**config.mk**
```make
export PLATFORM = sky130hd
export DESIGN_NAME = rvv_decode_unit_ari
export DESIGN_NICKNAME = d
export VERILOG_FILES = /design/src/rtl/rvv_de_pkg.sv /design/src/rtl/rvv_de_field_decode.sv /design/src/rtl/rvv_de_sequencer.sv /design/src/rtl/rvv_de_uop_gen.sv /design/src/rtl/rvv_decode_unit_ari.sv
export SDC_FILE = /design/constraint.sdc
export NUM_CORES = 1
export LEC_CHECK = 0
export ABC_AREA = 1
export BUFFER_PORTS_ARGS = -buffer_cell sky130_fd_sc_hd__buf_4
export CAP_MARGIN = 10
export CORE_MARGIN = 1
export CORE_UTILIZATION = 50
export CTS_CLUSTER_DIAMETER = 120
export DETAILED_ROUTE_END_ITERATION = 6
export MAX_ROUTING_LAYER = met4
export PLACE_DENSITY = 0.81
export SETUP_SLACK_MARGIN = 0.4
export SLEW_MARGIN = 30
export SYNTH_ARGS = -nofsm -noshare
export SYNTH_HDL_FRONTEND = slang
export SYNTH_HIERARCHICAL = 1
export SYNTH_SLANG_ARGS = --single-unit
```
**constraint.sdc**
```tcl
create_clock -name clk -period 4.8 [get_ports clk]
set_input_delay 0.48 -clock clk [delete_from_list [all_inputs] [get_ports clk]]
set_output_delay 0.48 -clock clk [all_outputs]
set_load 0.03 [all_outputs]
```
**src/rtl/rvv_de_pkg.sv**
```systemverilog
package rvv_de_pkg;

  parameter int XLEN               = 32;
  parameter int INST_WIDTH         = 27;
  parameter int REG_IDX_WIDTH      = 5;
  parameter int UOP_INDEX_WIDTH    = 3;
  parameter int EMUL_WIDTH         = 4;
  parameter int IMM_WIDTH          = 5;
  parameter int NUM_DE_UOP_DEFAULT = 2;

  typedef logic [REG_IDX_WIDTH-1:0]   vreg_idx_t;
  typedef logic [UOP_INDEX_WIDTH-1:0] uop_index_t;
  typedef logic [EMUL_WIDTH-1:0]      emul_t;
  typedef logic [XLEN-1:0]            xdata_t;

  typedef enum logic [2:0] {
    OPIVV = 3'b000,
    OPFVV = 3'b001,
    OPMVV = 3'b010,
    OPIVI = 3'b011,
    OPIVX = 3'b100,
    OPFVF = 3'b101,
    OPMVX = 3'b110,
    OPCFG = 3'b111
  } funct3_e;

  // RVV funct6 encodings of the OPIVI group
  typedef enum logic [5:0] {
    VADD         = 6'b000000,
    VRSUB        = 6'b000011,
    VAND         = 6'b001001,
    VOR          = 6'b001010,
    VXOR         = 6'b001011,
    VRGATHER     = 6'b001100,
    VSLIDEUP     = 6'b001110,
    VSLIDEDOWN   = 6'b001111,
    VADC         = 6'b010000,
    VMADC        = 6'b010001,
    VMERGE_VMV   = 6'b010111,
    VMSEQ        = 6'b011000,
    VMSNE        = 6'b011001,
    VMSLEU       = 6'b011100,
    VMSLE        = 6'b011101,
    VMSGTU       = 6'b011110,
    VMSGT        = 6'b011111,
    VSADDU       = 6'b100000,
    VSADD        = 6'b100001,
    VSLL         = 6'b100101,
    VSMUL_VMVNRR = 6'b100111,
    VSRL         = 6'b101000,
    VSRA         = 6'b101001,
    VSSRL        = 6'b101010,
    VSSRA        = 6'b101011,
    VNSRL        = 6'b101100,
    VNSRA        = 6'b101101,
    VNCLIPU      = 6'b101110,
    VNCLIP       = 6'b101111
  } opi_funct6_e;

  typedef enum logic [2:0] {
    SEW8  = 3'b000,
    SEW16 = 3'b001,
    SEW32 = 3'b010
  } vsew_e;

  typedef enum logic [2:0] {
    LMUL1_4 = 3'b110,
    LMUL1_2 = 3'b111,
    LMUL1   = 3'b000,
    LMUL2   = 3'b001,
    LMUL4   = 3'b010,
    LMUL8   = 3'b011
  } vlmul_e;

  typedef enum logic [2:0] {
    EEW_NONE,
    EEW1,
    EEW8,
    EEW16,
    EEW32
  } eew_e;

  typedef enum logic [1:0] {
    NONE,
    ALU,
    PMTRDT
  } exe_unit_e;

  typedef enum logic [1:0] {
    S_IDLE,
    S_SEND,
    S_WAIT_ACK_LOW,
    S_DONE
  } seq_state_e;

endpackage

```
**src/rtl/rvv_de_field_decode.sv**
```systemverilog
`timescale 1ns/100ps

module rvv_de_field_decode (
  input  logic [rvv_de_pkg::INST_WIDTH-1:0] inst,
  input  rvv_de_pkg::vsew_e                 vsew,
  input  rvv_de_pkg::vlmul_e                vlmul,
  input  logic                              vill,
  output logic                              legal,
  output rvv_de_pkg::opi_funct6_e           funct6,
  output rvv_de_pkg::emul_t                 emul_vd,
  output rvv_de_pkg::emul_t                 emul_vs2,
  output rvv_de_pkg::emul_t                 emul_max,
  output rvv_de_pkg::eew_e                  eew_vd,
  output rvv_de_pkg::eew_e                  eew_vs2,
  output rvv_de_pkg::eew_e                  eew_imm,
  output rvv_de_pkg::exe_unit_e             exe_unit
);

  import rvv_de_pkg::*;

  funct3_e   funct3;
  logic      vm;
  vreg_idx_t vs2;
  vreg_idx_t vs1;
  vreg_idx_t vd;
  logic      opivi;
  logic      known_op;
  logic      mask_op;
  logic      narrow_op;
  logic      nrr_op;
  emul_t     emul_lmul;
  emul_t     emul_nrr;
  eew_e      eew_sew;
  eew_e      eew_sew2;
  logic      vd_misaligned;
  logic      vs2_misaligned;

  assign funct6 = opi_funct6_e'(inst[26:21]);
  assign vm     = inst[20];
  assign vs2    = inst[19:15];
  assign vs1    = inst[14:10];
  assign funct3 = funct3_e'(inst[9:7]);
  assign vd     = inst[6:2];
  assign opivi  = (funct3 == OPIVI);

  // op class and target unit
  always_comb begin
    known_op  = 1'b1;
    mask_op   = 1'b0;
    narrow_op = 1'b0;
    nrr_op    = 1'b0;
    exe_unit  = ALU;
    case (funct6)
      VADD, VRSUB, VADC, VAND, VOR, VXOR, VSLL, VSRL, VSRA,
      VMERGE_VMV, VSADDU, VSADD, VSSRL, VSSRA: exe_unit = ALU;
      VMADC, VMSEQ, VMSNE, VMSLEU, VMSLE, VMSGTU, VMSGT: mask_op = 1'b1;
      VNSRL, VNSRA, VNCLIPU, VNCLIP: narrow_op = 1'b1;
      VSMUL_VMVNRR: nrr_op = 1'b1;
      VSLIDEUP, VSLIDEDOWN, VRGATHER: exe_unit = PMTRDT;
      default: known_op = 1'b0;
    endcase
    if (!opivi || !known_op) begin
      exe_unit = NONE;
    end
  end

  // fractional lmul still takes one register
  always_comb begin
    case (vlmul)
      LMUL1_4, LMUL1_2, LMUL1: emul_lmul = 4'd1;
      LMUL2:   emul_lmul = 4'd2;
      LMUL4:   emul_lmul = 4'd4;
      LMUL8:   emul_lmul = 4'd8;
      default: emul_lmul = 4'd0;
    endcase
  end

  // vmv<nr>r group size from vs1
  always_comb begin
    case (vs1[2:0])
      3'd0:    emul_nrr = 4'd1;
      3'd1:    emul_nrr = 4'd2;
      3'd3:    emul_nrr = 4'd4;
      3'd7:    emul_nrr = 4'd8;
      default: emul_nrr = 4'd0;
    endcase
  end

  always_comb begin
    emul_vd  = emul_lmul;
    emul_vs2 = emul_lmul;
    if (!opivi || !known_op) begin
      emul_vd  = '0;
      emul_vs2 = '0;
    end else if (mask_op) begin
      emul_vd = 4'd1;
    end else if (narrow_op) begin
      // vs2 is twice as wide as vd
      case (vlmul)
        LMUL1_4, LMUL1_2: emul_vs2 = 4'd1;
        LMUL1:   emul_vs2 = 4'd2;
        LMUL2:   emul_vs2 = 4'd4;
        LMUL4:   emul_vs2 = 4'd8;
        default: begin
          emul_vd  = '0;
          emul_vs2 = '0;
        end
      endcase
    end else if (nrr_op) begin
      emul_vd  = emul_nrr;
      emul_vs2 = emul_nrr;
    end
  end

  assign emul_max = (emul_vs2 > emul_vd) ? emul_vs2 : emul_vd;

  always_comb begin
    case (vsew)
      SEW8: begin
        eew_sew  = EEW8;
        eew_sew2 = EEW16;
      end
      SEW16: begin
        eew_sew  = EEW16;
        eew_sew2 = EEW32;
      end
      SEW32: begin
        eew_sew  = EEW32;
        eew_sew2 = EEW_NONE;
      end
      default: begin
        eew_sew  = EEW_NONE;
        eew_sew2 = EEW_NONE;
      end
    endcase
  end

  always_comb begin
    eew_vd  = eew_sew;
    eew_vs2 = eew_sew;
    eew_imm = eew_sew;
    if (!opivi || !known_op) begin
      eew_vd  = EEW_NONE;
      eew_vs2 = EEW_NONE;
      eew_imm = EEW_NONE;
    end else if (mask_op) begin
      eew_vd = EEW1;
    end else if (narrow_op) begin
      eew_vs2 = eew_sew2;
    end
  end

  // register group base must sit on an emul boundary
  assign vd_misaligned  = |(vd[3:0] & (emul_vd - 4'd1));
  assign vs2_misaligned = |(vs2[3:0] & (emul_vs2 - 4'd1));

  always_comb begin
    legal = opivi && known_op && !vill && (emul_max != '0) && (eew_sew != EEW_NONE);
    if (funct6 == VADC && vm) begin
      legal = 1'b0;
    end
    // vmv.v.i form needs vs2 zero
    if (funct6 == VMERGE_VMV && vm && vs2 != '0) begin
      legal = 1'b0;
    end
    if (nrr_op && (!vm || vs1[4:3] != 2'b00)) begin
      legal = 1'b0;
    end
    if (narrow_op && (vsew == SEW32 || vlmul == LMUL8)) begin
      legal = 1'b0;
    end
    if (vd_misaligned || vs2_misaligned) begin
      legal = 1'b0;
    end
  end

endmodule

```
**src/rtl/rvv_de_sequencer.sv**
```systemverilog
`timescale 1ns/100ps

module rvv_de_sequencer #(
  parameter int NUM_DE_UOP = rvv_de_pkg::NUM_DE_UOP_DEFAULT
) (
  input  logic                              clk,
  input  logic                              rst,
  input  logic                              inst_req,
  input  logic [rvv_de_pkg::INST_WIDTH-1:0] inst,
  input  rvv_de_pkg::vsew_e                 vsew,
  input  rvv_de_pkg::vlmul_e                vlmul,
  input  logic                              vill,
  input  logic                              legal,
  input  logic                              group_last,
  input  logic                              uop_ack,
  output logic                              inst_ack,
  output logic                              inst_illegal,
  output logic [rvv_de_pkg::INST_WIDTH-1:0] inst_q,
  output rvv_de_pkg::vsew_e                 vsew_q,
  output rvv_de_pkg::vlmul_e                vlmul_q,
  output logic                              vill_q,
  output rvv_de_pkg::uop_index_t            uop_base,
  output logic                              uop_req
);

  import rvv_de_pkg::*;

  seq_state_e state;
  logic       capture;

  // idle is only reached once inst_ack has dropped
  assign capture = (state == S_IDLE) && inst_req;

  always_ff @(posedge clk) begin
    if (rst) begin
      state    <= S_IDLE;
      inst_ack <= 1'b0;
      uop_base <= '0;
      inst_q   <= '0;
      vsew_q   <= SEW8;
      vlmul_q  <= LMUL1;
      vill_q   <= 1'b0;
    end else begin
      if (capture) begin
        inst_ack <= 1'b1;
      end else if (inst_ack && !inst_req) begin
        inst_ack <= 1'b0;
      end

      case (state)
        S_IDLE: begin
          if (capture) begin
            inst_q   <= inst;
            vsew_q   <= vsew;
            vlmul_q  <= vlmul;
            vill_q   <= vill;
            uop_base <= '0;
            state    <= S_SEND;
          end
        end
        S_SEND: begin
          if (!legal) begin
            state <= S_DONE;
          end else if (uop_ack) begin
            state <= S_WAIT_ACK_LOW;
          end
        end
        S_WAIT_ACK_LOW: begin
          if (!uop_ack) begin
            uop_base <= uop_base + UOP_INDEX_WIDTH'(NUM_DE_UOP);
            state    <= group_last ? S_DONE : S_SEND;
          end
        end
        S_DONE: begin
          // let the instruction handshake finish
          if (!inst_ack) begin
            state <= S_IDLE;
          end
        end
        default: state <= S_IDLE;
      endcase
    end
  end

  assign uop_req      = (state == S_SEND) && legal;
  assign inst_illegal = inst_ack && !legal;

  a_uop_req_held: assert property (
    @(posedge clk) disable iff (rst) $fell(uop_req) |-> $past(uop_ack)
  ) else $error("uop_req dropped before uop_ack");

  a_inst_q_stable: assert property (
    @(posedge clk) disable iff (rst) (uop_req && $past(uop_req)) |-> $stable(inst_q)
  ) else $error("captured instruction changed during uop_req");

  a_ack_from_idle: assert property (
    @(posedge clk) disable iff (rst) $rose(inst_ack) |-> ($past(state) == S_IDLE)
  ) else $error("inst_ack raised outside idle");

endmodule

```
**src/rtl/rvv_de_uop_gen.sv**
```systemverilog
`timescale 1ns/100ps

module rvv_de_uop_gen #(
  parameter int NUM_DE_UOP = rvv_de_pkg::NUM_DE_UOP_DEFAULT
) (
  input  logic [rvv_de_pkg::INST_WIDTH-1:0]         inst,
  input  rvv_de_pkg::opi_funct6_e                   funct6,
  input  rvv_de_pkg::emul_t                         emul_vd,
  input  rvv_de_pkg::emul_t                         emul_max,
  input  rvv_de_pkg::eew_e                          eew_vd,
  input  rvv_de_pkg::eew_e                          eew_vs2,
  input  rvv_de_pkg::eew_e                          eew_imm,
  input  rvv_de_pkg::exe_unit_e                     exe_unit,
  input  rvv_de_pkg::uop_index_t                    uop_base,
  output logic [NUM_DE_UOP-1:0]                     uop_valid,
  output rvv_de_pkg::uop_index_t [NUM_DE_UOP-1:0]   uop_index,
  output logic [NUM_DE_UOP-1:0]                     uop_last,
  output logic [NUM_DE_UOP-1:0]                     uop_v0_valid,
  output logic [NUM_DE_UOP-1:0]                     uop_vs3_valid,
  output rvv_de_pkg::vreg_idx_t [NUM_DE_UOP-1:0]    uop_vd_index,
  output rvv_de_pkg::vreg_idx_t [NUM_DE_UOP-1:0]    uop_vs2_index,
  output rvv_de_pkg::eew_e [NUM_DE_UOP-1:0]         uop_vd_eew,
  output rvv_de_pkg::eew_e [NUM_DE_UOP-1:0]         uop_vs2_eew,
  output rvv_de_pkg::xdata_t [NUM_DE_UOP-1:0]       uop_rs1_data,
  output rvv_de_pkg::opi_funct6_e [NUM_DE_UOP-1:0]  uop_funct6,
  output rvv_de_pkg::exe_unit_e [NUM_DE_UOP-1:0]    uop_exe_unit,
  output logic                                      group_last
);

  import rvv_de_pkg::*;

  localparam int SLOT_IDX_WIDTH = UOP_INDEX_WIDTH + 1;

  logic                 vm;
  vreg_idx_t            vs2;
  logic [IMM_WIDTH-1:0] imm;
  vreg_idx_t            vd;
  xdata_t               imm_data;
  logic                 mask_dst;
  logic                 v0_used;

  assign vm  = inst[20];
  assign vs2 = inst[19:15];
  assign imm = inst[14:10];
  assign vd  = inst[6:2];

  // mask results merge into the old vd, read as vs3
  assign mask_dst = (eew_vd == EEW1);
  assign v0_used  = (funct6 == VADC || funct6 == VMADC) && !vm;

  always_comb begin
    case (funct6)
      VADD, VRSUB, VADC, VMADC, VAND, VOR, VXOR, VMSEQ, VMSNE, VMSLEU,
      VMSLE, VMSGTU, VMSGT, VMERGE_VMV, VSADDU, VSADD: begin
        imm_data = {{(XLEN-IMM_WIDTH){imm[IMM_WIDTH-1]}}, imm};
      end
      VSLL, VSRL, VSRA, VSSRL, VSSRA: begin
        case (eew_imm)
          EEW8:    imm_data = xdata_t'(imm[2:0]);
          EEW16:   imm_data = xdata_t'(imm[3:0]);
          default: imm_data = xdata_t'(imm);
        endcase
      end
      VNSRL, VNSRA, VNCLIPU, VNCLIP: begin
        // log2(2*sew) bits, the field holds at most 5
        if (eew_imm == EEW8) begin
          imm_data = xdata_t'(imm[3:0]);
        end else begin
          imm_data = xdata_t'(imm);
        end
      end
      VSLIDEUP, VSLIDEDOWN, VRGATHER: imm_data = xdata_t'(imm);
      default: imm_data = '0;
    endcase
  end

  for (genvar k = 0; k < NUM_DE_UOP; k++) begin : g_slot
    logic [SLOT_IDX_WIDTH-1:0] idx;

    assign idx              = {1'b0, uop_base} + SLOT_IDX_WIDTH'(k);
    assign uop_valid[k]     = (idx < emul_max);
    assign uop_last[k]      = (idx == emul_max - 4'd1);
    assign uop_index[k]     = idx[UOP_INDEX_WIDTH-1:0];
    assign uop_vd_index[k]  = (emul_vd > 4'd1 && !mask_dst) ? vd + vreg_idx_t'(idx) : vd;
    assign uop_vs2_index[k] = vs2 + vreg_idx_t'(idx);
    assign uop_vd_eew[k]    = eew_vd;
    assign uop_vs2_eew[k]   = eew_vs2;
    assign uop_v0_valid[k]  = v0_used;
    assign uop_vs3_valid[k] = mask_dst;
    assign uop_rs1_data[k]  = imm_data;
    assign uop_funct6[k]    = funct6;
    assign uop_exe_unit[k]  = exe_unit;
  end

  assign group_last = |uop_last;

endmodule

```
**src/rtl/rvv_decode_unit_ari.sv**
```systemverilog
`timescale 1ns/100ps

module rvv_decode_unit_ari #(
  parameter int NUM_DE_UOP = rvv_de_pkg::NUM_DE_UOP_DEFAULT
) (
  input  logic                                      clk,
  input  logic                                      rst,
  input  logic                                      inst_req,
  input  logic [rvv_de_pkg::INST_WIDTH-1:0]         inst,
  input  rvv_de_pkg::vsew_e                         vsew,
  input  rvv_de_pkg::vlmul_e                        vlmul,
  input  logic                                      vill,
  output logic                                      inst_ack,
  output logic                                      inst_illegal,
  output logic                                      uop_req,
  input  logic                                      uop_ack,
  output logic [NUM_DE_UOP-1:0]                     uop_valid,
  output rvv_de_pkg::uop_index_t [NUM_DE_UOP-1:0]   uop_index,
  output logic [NUM_DE_UOP-1:0]                     uop_last,
  output logic [NUM_DE_UOP-1:0]                     uop_v0_valid,
  output logic [NUM_DE_UOP-1:0]                     uop_vs3_valid,
  output rvv_de_pkg::vreg_idx_t [NUM_DE_UOP-1:0]    uop_vd_index,
  output rvv_de_pkg::vreg_idx_t [NUM_DE_UOP-1:0]    uop_vs2_index,
  output rvv_de_pkg::eew_e [NUM_DE_UOP-1:0]         uop_vd_eew,
  output rvv_de_pkg::eew_e [NUM_DE_UOP-1:0]         uop_vs2_eew,
  output rvv_de_pkg::xdata_t [NUM_DE_UOP-1:0]       uop_rs1_data,
  output rvv_de_pkg::opi_funct6_e [NUM_DE_UOP-1:0]  uop_funct6,
  output rvv_de_pkg::exe_unit_e [NUM_DE_UOP-1:0]    uop_exe_unit
);

  import rvv_de_pkg::*;

  logic [INST_WIDTH-1:0] inst_q;
  vsew_e                 vsew_q;
  vlmul_e                vlmul_q;
  logic                  vill_q;
  uop_index_t            uop_base;
  logic                  legal;
  logic                  group_last;
  opi_funct6_e           funct6;
  emul_t                 emul_vd;
  emul_t                 emul_max;
  eew_e                  eew_vd;
  eew_e                  eew_vs2;
  eew_e                  eew_imm;
  exe_unit_e             exe_unit;

  rvv_de_sequencer #(
    .NUM_DE_UOP (NUM_DE_UOP)
  ) u_sequencer (
    .clk          (clk),
    .rst          (rst),
    .inst_req     (inst_req),
    .inst         (inst),
    .vsew         (vsew),
    .vlmul        (vlmul),
    .vill         (vill),
    .legal        (legal),
    .group_last   (group_last),
    .uop_ack      (uop_ack),
    .inst_ack     (inst_ack),
    .inst_illegal (inst_illegal),
    .inst_q       (inst_q),
    .vsew_q       (vsew_q),
    .vlmul_q      (vlmul_q),
    .vill_q       (vill_q),
    .uop_base     (uop_base),
    .uop_req      (uop_req)
  );

  // vs2 group size only matters for legality inside the decoder
  rvv_de_field_decode u_field_decode (
    .inst     (inst_q),
    .vsew     (vsew_q),
    .vlmul    (vlmul_q),
    .vill     (vill_q),
    .legal    (legal),
    .funct6   (funct6),
    .emul_vd  (emul_vd),
    .emul_vs2 (),
    .emul_max (emul_max),
    .eew_vd   (eew_vd),
    .eew_vs2  (eew_vs2),
    .eew_imm  (eew_imm),
    .exe_unit (exe_unit)
  );

  rvv_de_uop_gen #(
    .NUM_DE_UOP (NUM_DE_UOP)
  ) u_uop_gen (
    .inst          (inst_q),
    .funct6        (funct6),
    .emul_vd       (emul_vd),
    .emul_max      (emul_max),
    .eew_vd        (eew_vd),
    .eew_vs2       (eew_vs2),
    .eew_imm       (eew_imm),
    .exe_unit      (exe_unit),
    .uop_base      (uop_base),
    .uop_valid     (uop_valid),
    .uop_index     (uop_index),
    .uop_last      (uop_last),
    .uop_v0_valid  (uop_v0_valid),
    .uop_vs3_valid (uop_vs3_valid),
    .uop_vd_index  (uop_vd_index),
    .uop_vs2_index (uop_vs2_index),
    .uop_vd_eew    (uop_vd_eew),
    .uop_vs2_eew   (uop_vs2_eew),
    .uop_rs1_data  (uop_rs1_data),
    .uop_funct6    (uop_funct6),
    .uop_exe_unit  (uop_exe_unit),
    .group_last    (group_last)
  );

endmodule

```
# --- Word-level counts from Yosys, hierarchy flattened ---
# Cells that the tools add are included.
classes:
  addsub: 9
  order_cmp: 4
  eq_ne: 51
  n_mux: 48
  div_mod_pow: 0
  n_shift: 0
  mul: 0
  n_reduce_logical: 53
  bitwise_logic: 2
op_table:
  columns: ["op", "n"]
  rows:
  - ["case mux 32 bit (4 select lines)", 1]
  - ["== test 6 bit, second input constant", 12]
  - ["== test 6 x 5 -> 1 bit, second input constant", 9]
  - ["case mux 4 bit (4 select lines)", 3]
  - ["== test 6 x 4 -> 1 bit, second input constant", 6]
  - ["two-way mux 4 bit", 9]
  - ["OR reduction 29 bit", 1]
  - ["two-way mux 3 bit", 8]
  - ["== test 3 x 2 -> 1 bit, second input constant", 7]
  - ["two-way mux 2 bit", 8]
  - ["OR reduction 16 bit", 1]
  - ["logical AND 1 bit", 15]
  - ["two-way mux 5 bit", 3]
  - ["== test 3 x 1 -> 1 bit, second input constant", 4]
  - ["case mux 3 bit (2 select lines)", 2]
  - ["OR reduction 4 bit", 3]
  - ["subtractor 4 x 1 -> 4 bit, second input constant", 3]
  - ["two-way mux 1 bit", 11]
  - ["adder 5 x 3 -> 5 bit", 2]
  - ["adder 5 x 4 -> 5 bit", 2]
  - ["case mux 5 bit (2 select lines)", 1]
  - ["OR reduction 5 bit", 2]
  - ["== test 3 bit, second input constant", 3]
  - ["logical NOT 3 bit", 3]
  - ["31 further kinds", 48]
totals:
  rom_bits: 0
  regBits: 40
  mem_bits_rw: 0
  latch_bits: 0
  inputBits: 38
  n_memories: 0

# --- Logic depth before layout (Yosys ltp) ---
# Gate-level depths: netlist of run 1.
logic_depth:
  ltp_word: 19
  mapped_depth: 32
  ltp_nobuf: 31

# --- Modules after synthesis ---
# Netlist of run 1, hierarchy kept.
modules_own_cells:
  columns: ["mod", "instances", "area_each_um2", "cells_each", "seq_area_each_um2"]
  rows:
  - ["rvv_de_uop_gen", 1, 1914.3, 300, 0.0]
  - ["rvv_de_sequencer", 1, 1586.5, 205, 780.7]
  - ["rvv_de_field_decode", 1, 1048.5, 212, 0.0]

# --- Worst setup path after synthesis of run 1 ---
# Ideal clock, no wire load.
synth_path:
  path_kind: "reg2out"
  start: "reg u_sequencer/inst_q[21] (netlist bit)"
  end: "out uop_valid[0]"
  t_arrival_ns: 3.638
  stages_incl_launch_ff: 25
  n_path_buf: 1
  setup_slack_ns: 0.682
  path_cell_list: "dfxtp_1 > nand2_1 > nor2_8 > nand2_4 > nand2_2 > a21oi_4 > nand2_4 > nand2_1 > buf_2 > nor2_1 > inv_1 > ha_1 > nand2_1 > o21bai_1 > nand2_1 > o21ai_0 > inv_1 > nand4_1 > nand2_1 > inv_2 > ha_1 > inv_1 > nor2_1 > o21a_1 > o21ai_0"
synth_between:
  elab_chain_cells: 9
  word_cells_on_any_way: 48
  classes_between: "2 x order compare; 28 x eq/ne; 12 x mux; 6 x reduce/logical"
synth_rtl:
  columns: ["element", "line_no", "rtl"]
  rows:
  - ["start, declared", "rvv_de_sequencer.sv:18", "output logic [rvv_de_pkg::INST_WIDTH-1:0] inst_q,"]
  - ["start signal, assigned", "rvv_de_sequencer.sv:53", "inst_q <= inst;"]
  - ["== test 6 x 2 -> 1 bit (tied with other cells)", "rvv_de_field_decode.sv:53", "case (funct6)"]
  - ["OR reduction 29 bit (no source line) (tied with other cells)", null, null]
  - ["two-way mux 1 bit or two-way mux 4 bit (tied branches)", "rvv_de_field_decode.sv:53, rvv_de_field_decode.sv:109", null]
  - ["logical NOT 1 bit or two-way mux 4 bit (tied branches)", "rvv_de_field_decode.sv:92, rvv_de_field_decode.sv:97", null]
  - ["logical OR 1 bit or two-way mux 4 bit (tied branches)", "rvv_de_field_decode.sv:92, rvv_de_field_decode.sv:95", null]
  - ["two-way mux 4 bit (*)", "rvv_de_field_decode.sv:92", "if (!opivi || !known_op) begin"]
  - ["named net emul_vd[2]", "rvv_decode_unit_ari.sv:41", "emul_t emul_vd;"]
  - ["> comparator 4 bit (*)", "rvv_de_field_decode.sv:115", "assign emul_max = (emul_vs2 > emul_vd) ? emul_vs2 : emul_vd;"]
  - ["two-way mux 4 bit (*)", "rvv_de_field_decode.sv:115", null]
  - ["named net emul_max[1]", "rvv_decode_unit_ari.sv:42", "emul_t emul_max;"]
  - ["less-than comparator 3 x 4 -> 1 bit (*)", "rvv_de_uop_gen.sv:81", "assign uop_valid[k] = (idx < emul_max);"]
  - ["end, declared", "rvv_decode_unit_ari.sv:17", "output logic [NUM_DE_UOP-1:0] uop_valid,"]
# Mark *: on every way through the listed nets, which the timed path passes. The rest lies on a longest branch.

# --- Worst setup path in the final report of run 1 ---
layout_path:
  start: "reg u_sequencer/inst_q[24] (netlist bit)"
  end: "out uop_last[0]"
layout_between:
  elab_chain_cells: 10
  word_cells_on_any_way: 49
  classes_between: "1 x add/sub; 1 x order compare; 29 x eq/ne; 12 x mux; 6 x reduce/logical"
layout_rtl:
  columns: ["element", "line_no", "rtl"]
  rows:
  - ["== test 6 x 2 -> 1 bit (tied with other cells)", "rvv_de_field_decode.sv:53", null]
  - ["OR reduction 29 bit (no source line) (tied with other cells)", null, null]
  - ["two-way mux 1 bit or two-way mux 4 bit (tied branches)", "rvv_de_field_decode.sv:53, rvv_de_field_decode.sv:109", null]
  - ["logical NOT 1 bit or two-way mux 4 bit (tied branches)", "rvv_de_field_decode.sv:92, rvv_de_field_decode.sv:97", null]
  - ["logical OR 1 bit or two-way mux 4 bit (tied branches)", "rvv_de_field_decode.sv:92, rvv_de_field_decode.sv:95", null]
  - ["two-way mux 4 bit (*)", "rvv_de_field_decode.sv:92", null]
  - ["named net emul_vd[2]", "rvv_decode_unit_ari.sv:41", null]
  - ["> comparator 4 bit (*)", "rvv_de_field_decode.sv:115", null]
  - ["two-way mux 4 bit (*)", "rvv_de_field_decode.sv:115", null]
  - ["named net emul_max[0]", "rvv_decode_unit_ari.sv:42", null]
  - ["subtractor 4 x 1 -> 4 bit (*)", "rvv_de_uop_gen.sv:82", "assign uop_last[k] = (idx == emul_max - 4'd1);"]
  - ["== test 3 x 4 -> 1 bit (*)", "rvv_de_uop_gen.sv:82", null]
  - ["end, declared", "rvv_decode_unit_ari.sv:19", "output logic [NUM_DE_UOP-1:0] uop_last,"]
# Marked as above.

==> flow_summary.toml, run 1 <==
[route]
dr_total_vias = 4598
drc = 0
drtIter0Drc = 363
wl_per_cell_um = 12.7
totalWireLength_um = 11400
vias_per_cell = 5.14
ant_nets = 0
dr.pass1.iters = 5

[power]
p_sw_mw = 0.789
p_leak_nw = 2.99
pwr-share-comb_pct = 58.0
intPower_mw = 0.837
total_power_mw = 1.63
power_density_nw_per_um2 = 303
swShare_pct = 48.5
irDropWorstVdd_mv = 0.231
clkPwrFrac_pct = 16.5
seqPwrFrac_pct = 25.5

[clock_network]
cts_buffer_depth = 2
ctsHtreeMaxLevel = 2
cts.clk_slew.worst_paths_ps = 80
cts_inserted_buffers = 5
clock-root-buffer = "clkbuf_8"
clock-sinks = 37
cts_tree = "built"
clk_latency_ps = 290

[floorplanning]
start_util_pct = 51.6
core.rowCount = 34
io-pin-count = 167
die_h_um = 96.6
core_um2 = 8680
fp.dieW_um = 96.6
dieArea_um2 = 9330

[sta]
rsz0062_at_grt = "no"
fmax_ghz = 0.243
period_share_pct = 85.9
hold_viol = 0
final_max_slew_viol_count = 0
tns_ps = 0
worst_slack_ps = 677
worst_slew_margin_rel_pct = 43.7
fin_worst_skew_ps = 4.57
fin_crit_ps = 4120
setup_violations = 0
worstMarginPinSlew_ps = 843

[final_layout]
fin_nets = 857
drive_above_1_share_pct = 33.9
mostFrequentLayoutCells = "buf_4, nor2_1, nand2_1, inv_1, nand3_1"
design_area_um2 = 5370
final_core_utilization_pct = 61.9
multiInputGateArea_um2 = 2600
layout_commonest_cell = "buf_4"
antenna_cells = 0
area_delta_synth_final_pct = 20.0
n_fill_cell = 775
ff_latch_area_um2 = 761

[global_routing]
grt_use_total_pct = 23.1
grt_pass1_vias = 3853
grt_first_pass_wirelength_um = 17700
overflow = 0
antenna_found_initial = 0
grt_max_degree = 55

[place]
dpl_worst_slack_ps = 366
hpwl_um = 8670
post_dp_cell_area_um2 = 5010
gp_congestion = 0.855
io_buffer_count = 162

[critical_path]
start_kind = "flop"
critPathTopFamily = "simple AND/OR/NAND/NOR gates"
criticalPathCategory = "reg -> out"
critPathSlowestCell = "dfxtp_4"
path_max_fanout = 9
worst-path-buf-inv = 7
cp-end-kind = "output pin"
arrival_ps = 3640
cp.required_ps = 4320
slowest_delay_ps = 380

[job]
cap_violations = 0

[yosys]
synth.avg_cell_area_um2 = 6.32
syn_nets = 779
syn_area_um2 = 4480
yosysWarnings = 6
synthCells = 708

[worst_hold_path]
hold_class = "in -> reg"

[status]
outcome = "complete, no violations"
-- flip-flops by register name (all words and copies together) (netlist names) --
name and count:
u_sequencer/inst_ack 1, u_sequencer/inst_q 25, u_sequencer/state 2, u_sequencer/uop_base 2, u_sequencer/vill_q 1, u_sequencer/vlmul_q 3, u_sequencer/vsew_q 3
-- metal layers --
| layer | track usage, % | share of wire, % |
|---|---|---|
| met1 | 31.6 | 45 |
| met2 | 37.1 | 46 |
| met3 | 2.17 | 8.4 |
| met4 | 4.59 | 0.61 |
| met5 | - | 0 |
-- metrics by stage --
| step | hold slack (ps) | cells |
|---|---|---|
| global route | 375 | 895 |
| global placement | 476 | 869 |
| detailed placement | 485 | 869 |
| finish | 381 | 895 |
| floorplan | 461 | 708 |
| CTS | 374 | 878 |
-- area by class of cell --
class / instances / area share [%]
well taps: 108 / 2.52
flip-flops and latches: 37 / 14.2
inverters: 96 / 6.76
multi-input cells: 463 / 48.5
clock inverters: 3 / 0.862
repair buffers: 183 / 25.9
clock buffers: 5 / 1.28
-- power groups by stage --
stage | combinational (mW) | clock (mW) | sequential, mW
3_3_place_gp | 0.879 | 0 | 0.422
6_report | 0.943 | 0.268 | 0.415
5_1_grt | 1.01 | 0.289 | 0.422
3_5_place_dp | 0.892 | 0 | 0.424
4_1_cts | 0.898 | 0.274 | 0.418
2_1_floorplan | 0.761 | 0 | 0.392
-- what timing repair did --
| item | 4_1_cts | 5_1_grt |
|---|---|---|
| gates resized for setup | 12 | 22 |
| buffers inserted | 1 | 16 |
| setup endpoints to repair | 5 | 5 |
| pin swaps | 0 | 10 |
| hold buffers | 0 | 0 |
| gates cloned | 0 | 0 |
-- worst paths after layout --
check	startpoint	endpoint	slack, ps	cells past startpoint
max	u_sequencer/inst_q[24]$_SDFFE_PP0P_	uop_last[0]	680	26
min	rst	u_sequencer/uop_base[2]$_SDFFE_PP0P_	380	2
max reg2reg	u_sequencer/inst_q[24]$_SDFFE_PP0P_	u_sequencer/state[1]$_SDFFE_PP0P_	1070	29
min reg2reg	u_sequencer/inst_ack$_SDFFE_PP0P_	u_sequencer/inst_ack$_SDFFE_PP0P_	510	2
-- worst reg2reg max path: cells and delay by family (launching register included) --
kind                     cells  cell delay [ps]
AND/OR/NAND/NOR             17             1830
adder cells (fa/ha/maj)      2              520
AO/OA/AOI/OAI                5              500
flip-flops                   1              380
buffers and inverters        5              350
Power figures use the tool's default switching activity.
==> run 2: changes to the inputs <==
- CELL_PAD_IN_SITES_DETAIL_PLACEMENT: default -> 1
- CELL_PAD_IN_SITES_GLOBAL_PLACEMENT: default -> 1
- CORE_UTILIZATION: 50 -> 34
==> run 2 against run 1 <==
Compared with the run above:
- fmax down 1.1%
- die area up 46%
- global-route usage down 3.1 points
- final cell count up 6.8%
- largest cell class unchanged
==> flow_summary.toml, run 2 (synthesis results as in run 1) <==
[route]
drc = 0
dr_total_vias = 4583
wl_per_cell_um = 14.2
totalWireLength_um = 13600
drtIter0Drc = 152
dr.pass1.iters = 5
ant_nets = 0
vias_per_cell = 4.79

[clock_network]
ctsHtreeMaxLevel = 2
cts.clk_slew.worst_paths_ps = 60
clock-root-buffer = "clkbuf_16"
cts_buffer_depth = 2
clock-sinks = 37
cts_hold_buf = 0
cts_tree = "built"
clk_latency_ps = 280
cts_inserted_buffers = 5

[sta]
worstMarginPinSlew_ps = 879
fmax_ghz = 0.240
rsz0062_at_grt = "no"
period_share_pct = 86.9
fin_worst_skew_ps = 2.49
fin_crit_ps = 4170
hold_viol = 0
worst_slew_margin_rel_pct = 41.3
final_max_slew_viol_count = 0
setup_violations = 0
tns_ps = 0

[floorplanning]
start_util_pct = 35.2
die_h_um = 117
core.rowCount = 41
dieArea_um2 = 13600
fp.dieW_um = 117
io-pin-count = 167
core_um2 = 12700

[job]
cap_violations = 0

[critical_path]
reg2reg_slack_ps = 920
reg2reg_depth = 28
path_max_fanout = 12
criticalPathCategory = "reg -> out"
critPathCapture = "uop_last[1]"
crit_start = "u_sequencer/inst_q[24]$_SDFFE_PP0P_"
r2r-start = "u_sequencer/inst_q[24]$_SDFFE_PP0P_"
cp-end-kind = "output pin"
crit-reg2reg-capture = "u_sequencer/state[1]$_SDFFE_PP0P_"
arrival_ps = 3690
cp.required_ps = 4320
start_kind = "flop"

[final_layout]
drive_above_1_share_pct = 33.3
area_delta_synth_final_pct = 21.7
n_fill_cell = 1720
layout_commonest_cell = "buf_4"
largest_reg_flops = 25
largest_registers = "u_sequencer/inst_q x25, u_sequencer/vlmul_q x3, u_sequencer/vsew_q x3"
mostFrequentLayoutCells = "buf_4, nor2_1, nand2_1, inv_1, nand3_1"
fin_nets = 853
regMostFlops = "u_sequencer/inst_q"

[global_routing]
grt_first_pass_wirelength_um = 21000
grt_use_total_pct = 20.0
antenna_found_initial = 1
grt_max_degree = 55
overflow = 0
grt_pass1_vias = 4468

[power]
total_power_mw = 1.68
irDropWorstVdd_mv = 0.165
p_leak_nw = 3.00
power_density_nw_per_um2 = 309

[status]
outcome = "complete, no violations"

[place]
gp_congestion = 0.870
hpwl_um = 10800
io_buffer_count = 162

[worst_hold_path]
hold_class = "in -> reg"
min_from = "rst"
==> run 2: cell type report <==
| class | count | area (um^2) | share of cell area [%] |
|---|---|---|---|
| clock buffers | 5 | 125 | 2.30 |
| diodes | 1 | 2.50 | 0.0459 |
| clock inverters | 3 | 17.5 | 0.322 |
| flip-flops and latches | 37 | 763 | 14.0 |
| repair buffers | 179 | 1370 | 25.1 |
| inverters | 96 | 365 | 6.71 |
| well taps | 172 | 215 | 3.95 |
| multi-input cells | 463 | 2590 | 47.6 |
==> run 2: where the power goes <==
part / leakage, nW / total, mW / internal [mW] / switching (mW)
logic: 2.62 / 0.941 / 0.324 / 0.617
clock network: 0.0696 / 0.319 / 0.190 / 0.128
registers: 0.310 / 0.424 / 0.350 / 0.0744
==> run 2: timing repair <==
item / CTS / global route
pin swaps: 2 / 6
setup buffers: 7 / 7
resized for setup: 17 / 19
setup endpoints to repair: 7 / 6
gates cloned: 0 / 0
endpoints found under the hold margin: 0 / 0
==> run 2: worst min-delay path by stage <==
stage / to / slack, ps / cells after the start
2_1_floorplan: u_sequencer/inst_q[7]$_SDFFE_PP0P_ / 460 / 2
3_3_place_gp: u_sequencer/inst_q[7]$_SDFFE_PP0P_ / 480 / 2
3_5_place_dp: u_sequencer/inst_q[7]$_SDFFE_PP0P_ / 490 / 2
4_1_cts: u_sequencer/uop_base[2]$_SDFFE_PP0P_ / 380 / 2
5_1_grt: u_sequencer/uop_base[2]$_SDFFE_PP0P_ / 390 / 2
6_report: u_sequencer/uop_base[2]$_SDFFE_PP0P_ / 390 / 2
==> run 2: critical path, stage by stage, from the launching register on <==
cell and delay, ps:
dfxtp_4 390, inv_2 90, nand2_2 90, nor2_8 150
nand2_4 100, nand2_2 100, a21oi_4 50, a21boi_4 240
nand2_1 150, ha_1 340, inv_1 60, nor2_1 30
o21bai_1 110, nand2_1 80, o21ai_2 120, nand4_1 170
nand2_2 140, inv_2 70, ha_4 280, o21ai_0 100
a21oi_1 140, nand3_1 130, nor2_1 120, buf_4 160
==> run 2: layer usage <==
layer / global-route usage [%] / wire [um]
met1: 23.5 / 6050
met5: - / 0
met4: 4.98 / 133
met2: 36.5 / 6720
met3: 1.92 / 669
==> run 2: through the flow <==
step | area [um^2] | std cells | util (%) | hold slack (ps) | setup WS (ps)
3_3_place_gp | 5080 | 932 | 39.9 | 478 | 410
4_1_cts | 5310 | 947 | 41.7 | 383 | 404
3_5_place_dp | 5080 | 932 | 39.9 | 486 | 187
5_1_grt | 5450 | 956 | 42.8 | 392 | 381
2_1_floorplan | 4480 | 708 | - | 461 | 682
6_report | 5450 | 956 | 42.8 | 385 | 629
==> run 3: changes to the inputs <==
- CORE_MARGIN: 1 -> default
- CORE_UTILIZATION: 34 -> 31
- PLACE_DENSITY: 0.81 -> default
- PLACE_DENSITY_LB_ADDON: default -> 0.1
- clock period: 4.8 -> 3.72 ns (I/O delays scaled with it)
==> run 3 against run 2 <==
Compared with the run above:
- the run now ends with setup timing left
- clock skew hardly changed
- global-route usage shrank 1.0 points
- critical path depth is 1 higher
- die area is 9.5% higher
- design area is 9.3% higher
- sequential share of layout area fell by 1.2 points
- sequential power is 26% higher
- core utilization shrank 0.27 points
- count of clock-buffer cells in the layout is 1 higher
- first-iteration DRC count fell by 12%
- non-clock buffer count is 28 higher
==> flow_summary.toml, run 3 (synthesis results as in run 1) <==
[status]
outcome = "complete, but fails checks"
violations = "setup timing"

[place]
placed_cells = 959
post_dp_cell_area_um2 = 5310
hpwl_um = 10900
io_buffer_count = 162
gp_congestion = 0.803

[route]
totalWireLength_um = 14100
drc = 0
dr_wl_met2_um = 6530
wl_per_cell_um = 14.2
ant_nets = 0
vias_per_cell = 4.65
wl_met1_um = 6890
route.top_layer_used = "met4"
dr.pass1.iters = 4
drtIter0Drc = 134
dr_total_vias = 4611
route.met3.wl_um = 536

[final_layout]
n_fill_cell = 1795
area_delta_synth_final_pct = 33.0
largest_reg_flops = 25
fin_nets = 881
final-instance-count-excl-fill = 991
regMostFlops = "u_sequencer/inst_q"
largest_registers = "u_sequencer/inst_q x25, u_sequencer/vlmul_q x3, u_sequencer/vsew_q x3"
layout_commonest_cell = "buf_4"
design_area_um2 = 5950
final_core_utilization_pct = 42.5
drive_above_1_share_pct = 40.8
mostFrequentLayoutCells = "buf_4, nor2_1, nand2_1, inv_1, nand3_1"
multiInputGateArea_um2 = 2820
ff_latch_area_um2 = 762
antenna_cells = 0

[sta]
fmax_ghz = 0.258
period_share_pct = 104
setup_violations = 7
worst_slew_margin_rel_pct = 41.3
fin_crit_ps = 3880
rsz0062_at_grt = "yes"
final_max_slew_viol_count = 0
fin_worst_skew_ps = 2.11
worstMarginPinSlew_ps = 880
hold_viol = 0
worst_slack_ps = -160
tns_ps = -642

[global_routing]
antenna_found_initial = 0
overflow = 0
grt_first_pass_wirelength_um = 21700
grt_pass1_vias = 4298
grt_use_total_pct = 19.0
grt_max_degree = 55

[critical_path]
criticalPathCategory = "reg -> out"
arrival_ps = 3510
start_kind = "flop"
cp.required_ps = 3350
cp-end-kind = "output pin"
path_max_fanout = 8

[clock_network]
cts.clk_slew.worst_paths_ps = 60
ctsHtreeMaxLevel = 2
cts_tree = "built"
cts_inserted_buffers = 5
clock-sinks = 37
cts_buffer_depth = 2
clk_latency_ps = 280
clock-root-buffer = "clkbuf_16"

[power]
p_leak_nw = 3.17
irDropWorstVdd_mv = 0.244
seqPwrFrac_pct = 23.0
p_sw_mw = 1.09
pwr-share-comb_pct = 56.2
intPower_mw = 1.24
power_density_nw_per_um2 = 391
swShare_pct = 46.7
clkPwrFrac_pct = 20.8

[floorplanning]
die_h_um = 122
fp.dieW_um = 122
io-pin-count = 167
core_um2 = 14000
dieArea_um2 = 14900
start_util_pct = 32.0
core.rowCount = 43

[job]
cap_violations = 0

[worst_hold_path]
hold_class = "in -> reg"
==> run 3: power groups by stage <==
stage                     sequential [mW]  clock [mW]  combinational, mW
after global placement              0.539           0               1.22
after CTS                           0.536       0.491               1.28
after floorplan                     0.510           0              0.993
final                               0.536       0.483               1.31
after global routing                0.546       0.511               1.42
after detailed placement            0.542           0               1.24
==> run 3: area by class of cell <==
class / instances / share of cell area [%]
clock buffers: 6 / 2.17
clock inverters: 2 / 0.652
inverters: 96 / 6.27
multi-input cells: 463 / 47.4
flip-flops and latches: 37 / 12.8
well taps: 180 / 3.78
repair buffers: 207 / 26.9
==> run 3: metrics by stage <==
stage	power, mW	hold slack (ps)	setup WS [ps]
after floorplan	1.50	441	329
after global placement	1.76	483	69.1
after detailed placement	1.79	487	-35.8
after CTS	2.31	289	-129
after global routing	2.47	293	-387
final	2.33	296	-160
==> run 3: worst paths after layout <==
kind,to,slack (ps),start,cells past startpoint
worst max-delay path,uop_last[0],-160,u_sequencer/inst_q[24]$_SDFFE_PP0P_,24
worst min-delay path,u_sequencer/uop_base[2]$_SDFFE_PP0P_,300,rst,2
worst max register to register,u_sequencer/state[1]$_SDFFE_PP0P_,-20,u_sequencer/inst_q[24]$_SDFFE_PP0P_,27
worst min register to register,u_sequencer/inst_q[7]$_SDFFE_PP0P_,500,u_sequencer/inst_q[7]$_SDFFE_PP0P_,2
==> run 3: what timing repair did <==
item / 4_1_cts / 5_1_grt
hold buffers: 0 / 0
pin swaps: 20 / 26
setup endpoints to repair: 8 / 13
resized for setup: 40 / 34
buffers inserted: 11 / 12
==> run 3: layer usage <==
metal	vias up	global-route usage (%)
met5	-	-
met1	2144	25.5
met2	124	31.3
met3	9	1.03
met4	0	4.19
li1	2334	-
==> run 3: critical path, stage by stage, from the launching register on <==
cell and delay, ps:
dfxtp_4 370, inv_4 70, nand2_4 60, nor2_8 180, nand2_8 90, nand2_4 70, a21oi_4 50, a21boi_4 260
nand2_2 130, ha_4 300, nand2_4 50, o21bai_1 150, nand2_1 110, o21ai_4 90, inv_2 90, nand4_1 90
nand2_2 150, inv_4 60, ha_4 250, or2_1 200, nand3b_1 80, nor2_1 50, o21ai_2 70, inv_2 50
buf_6 130
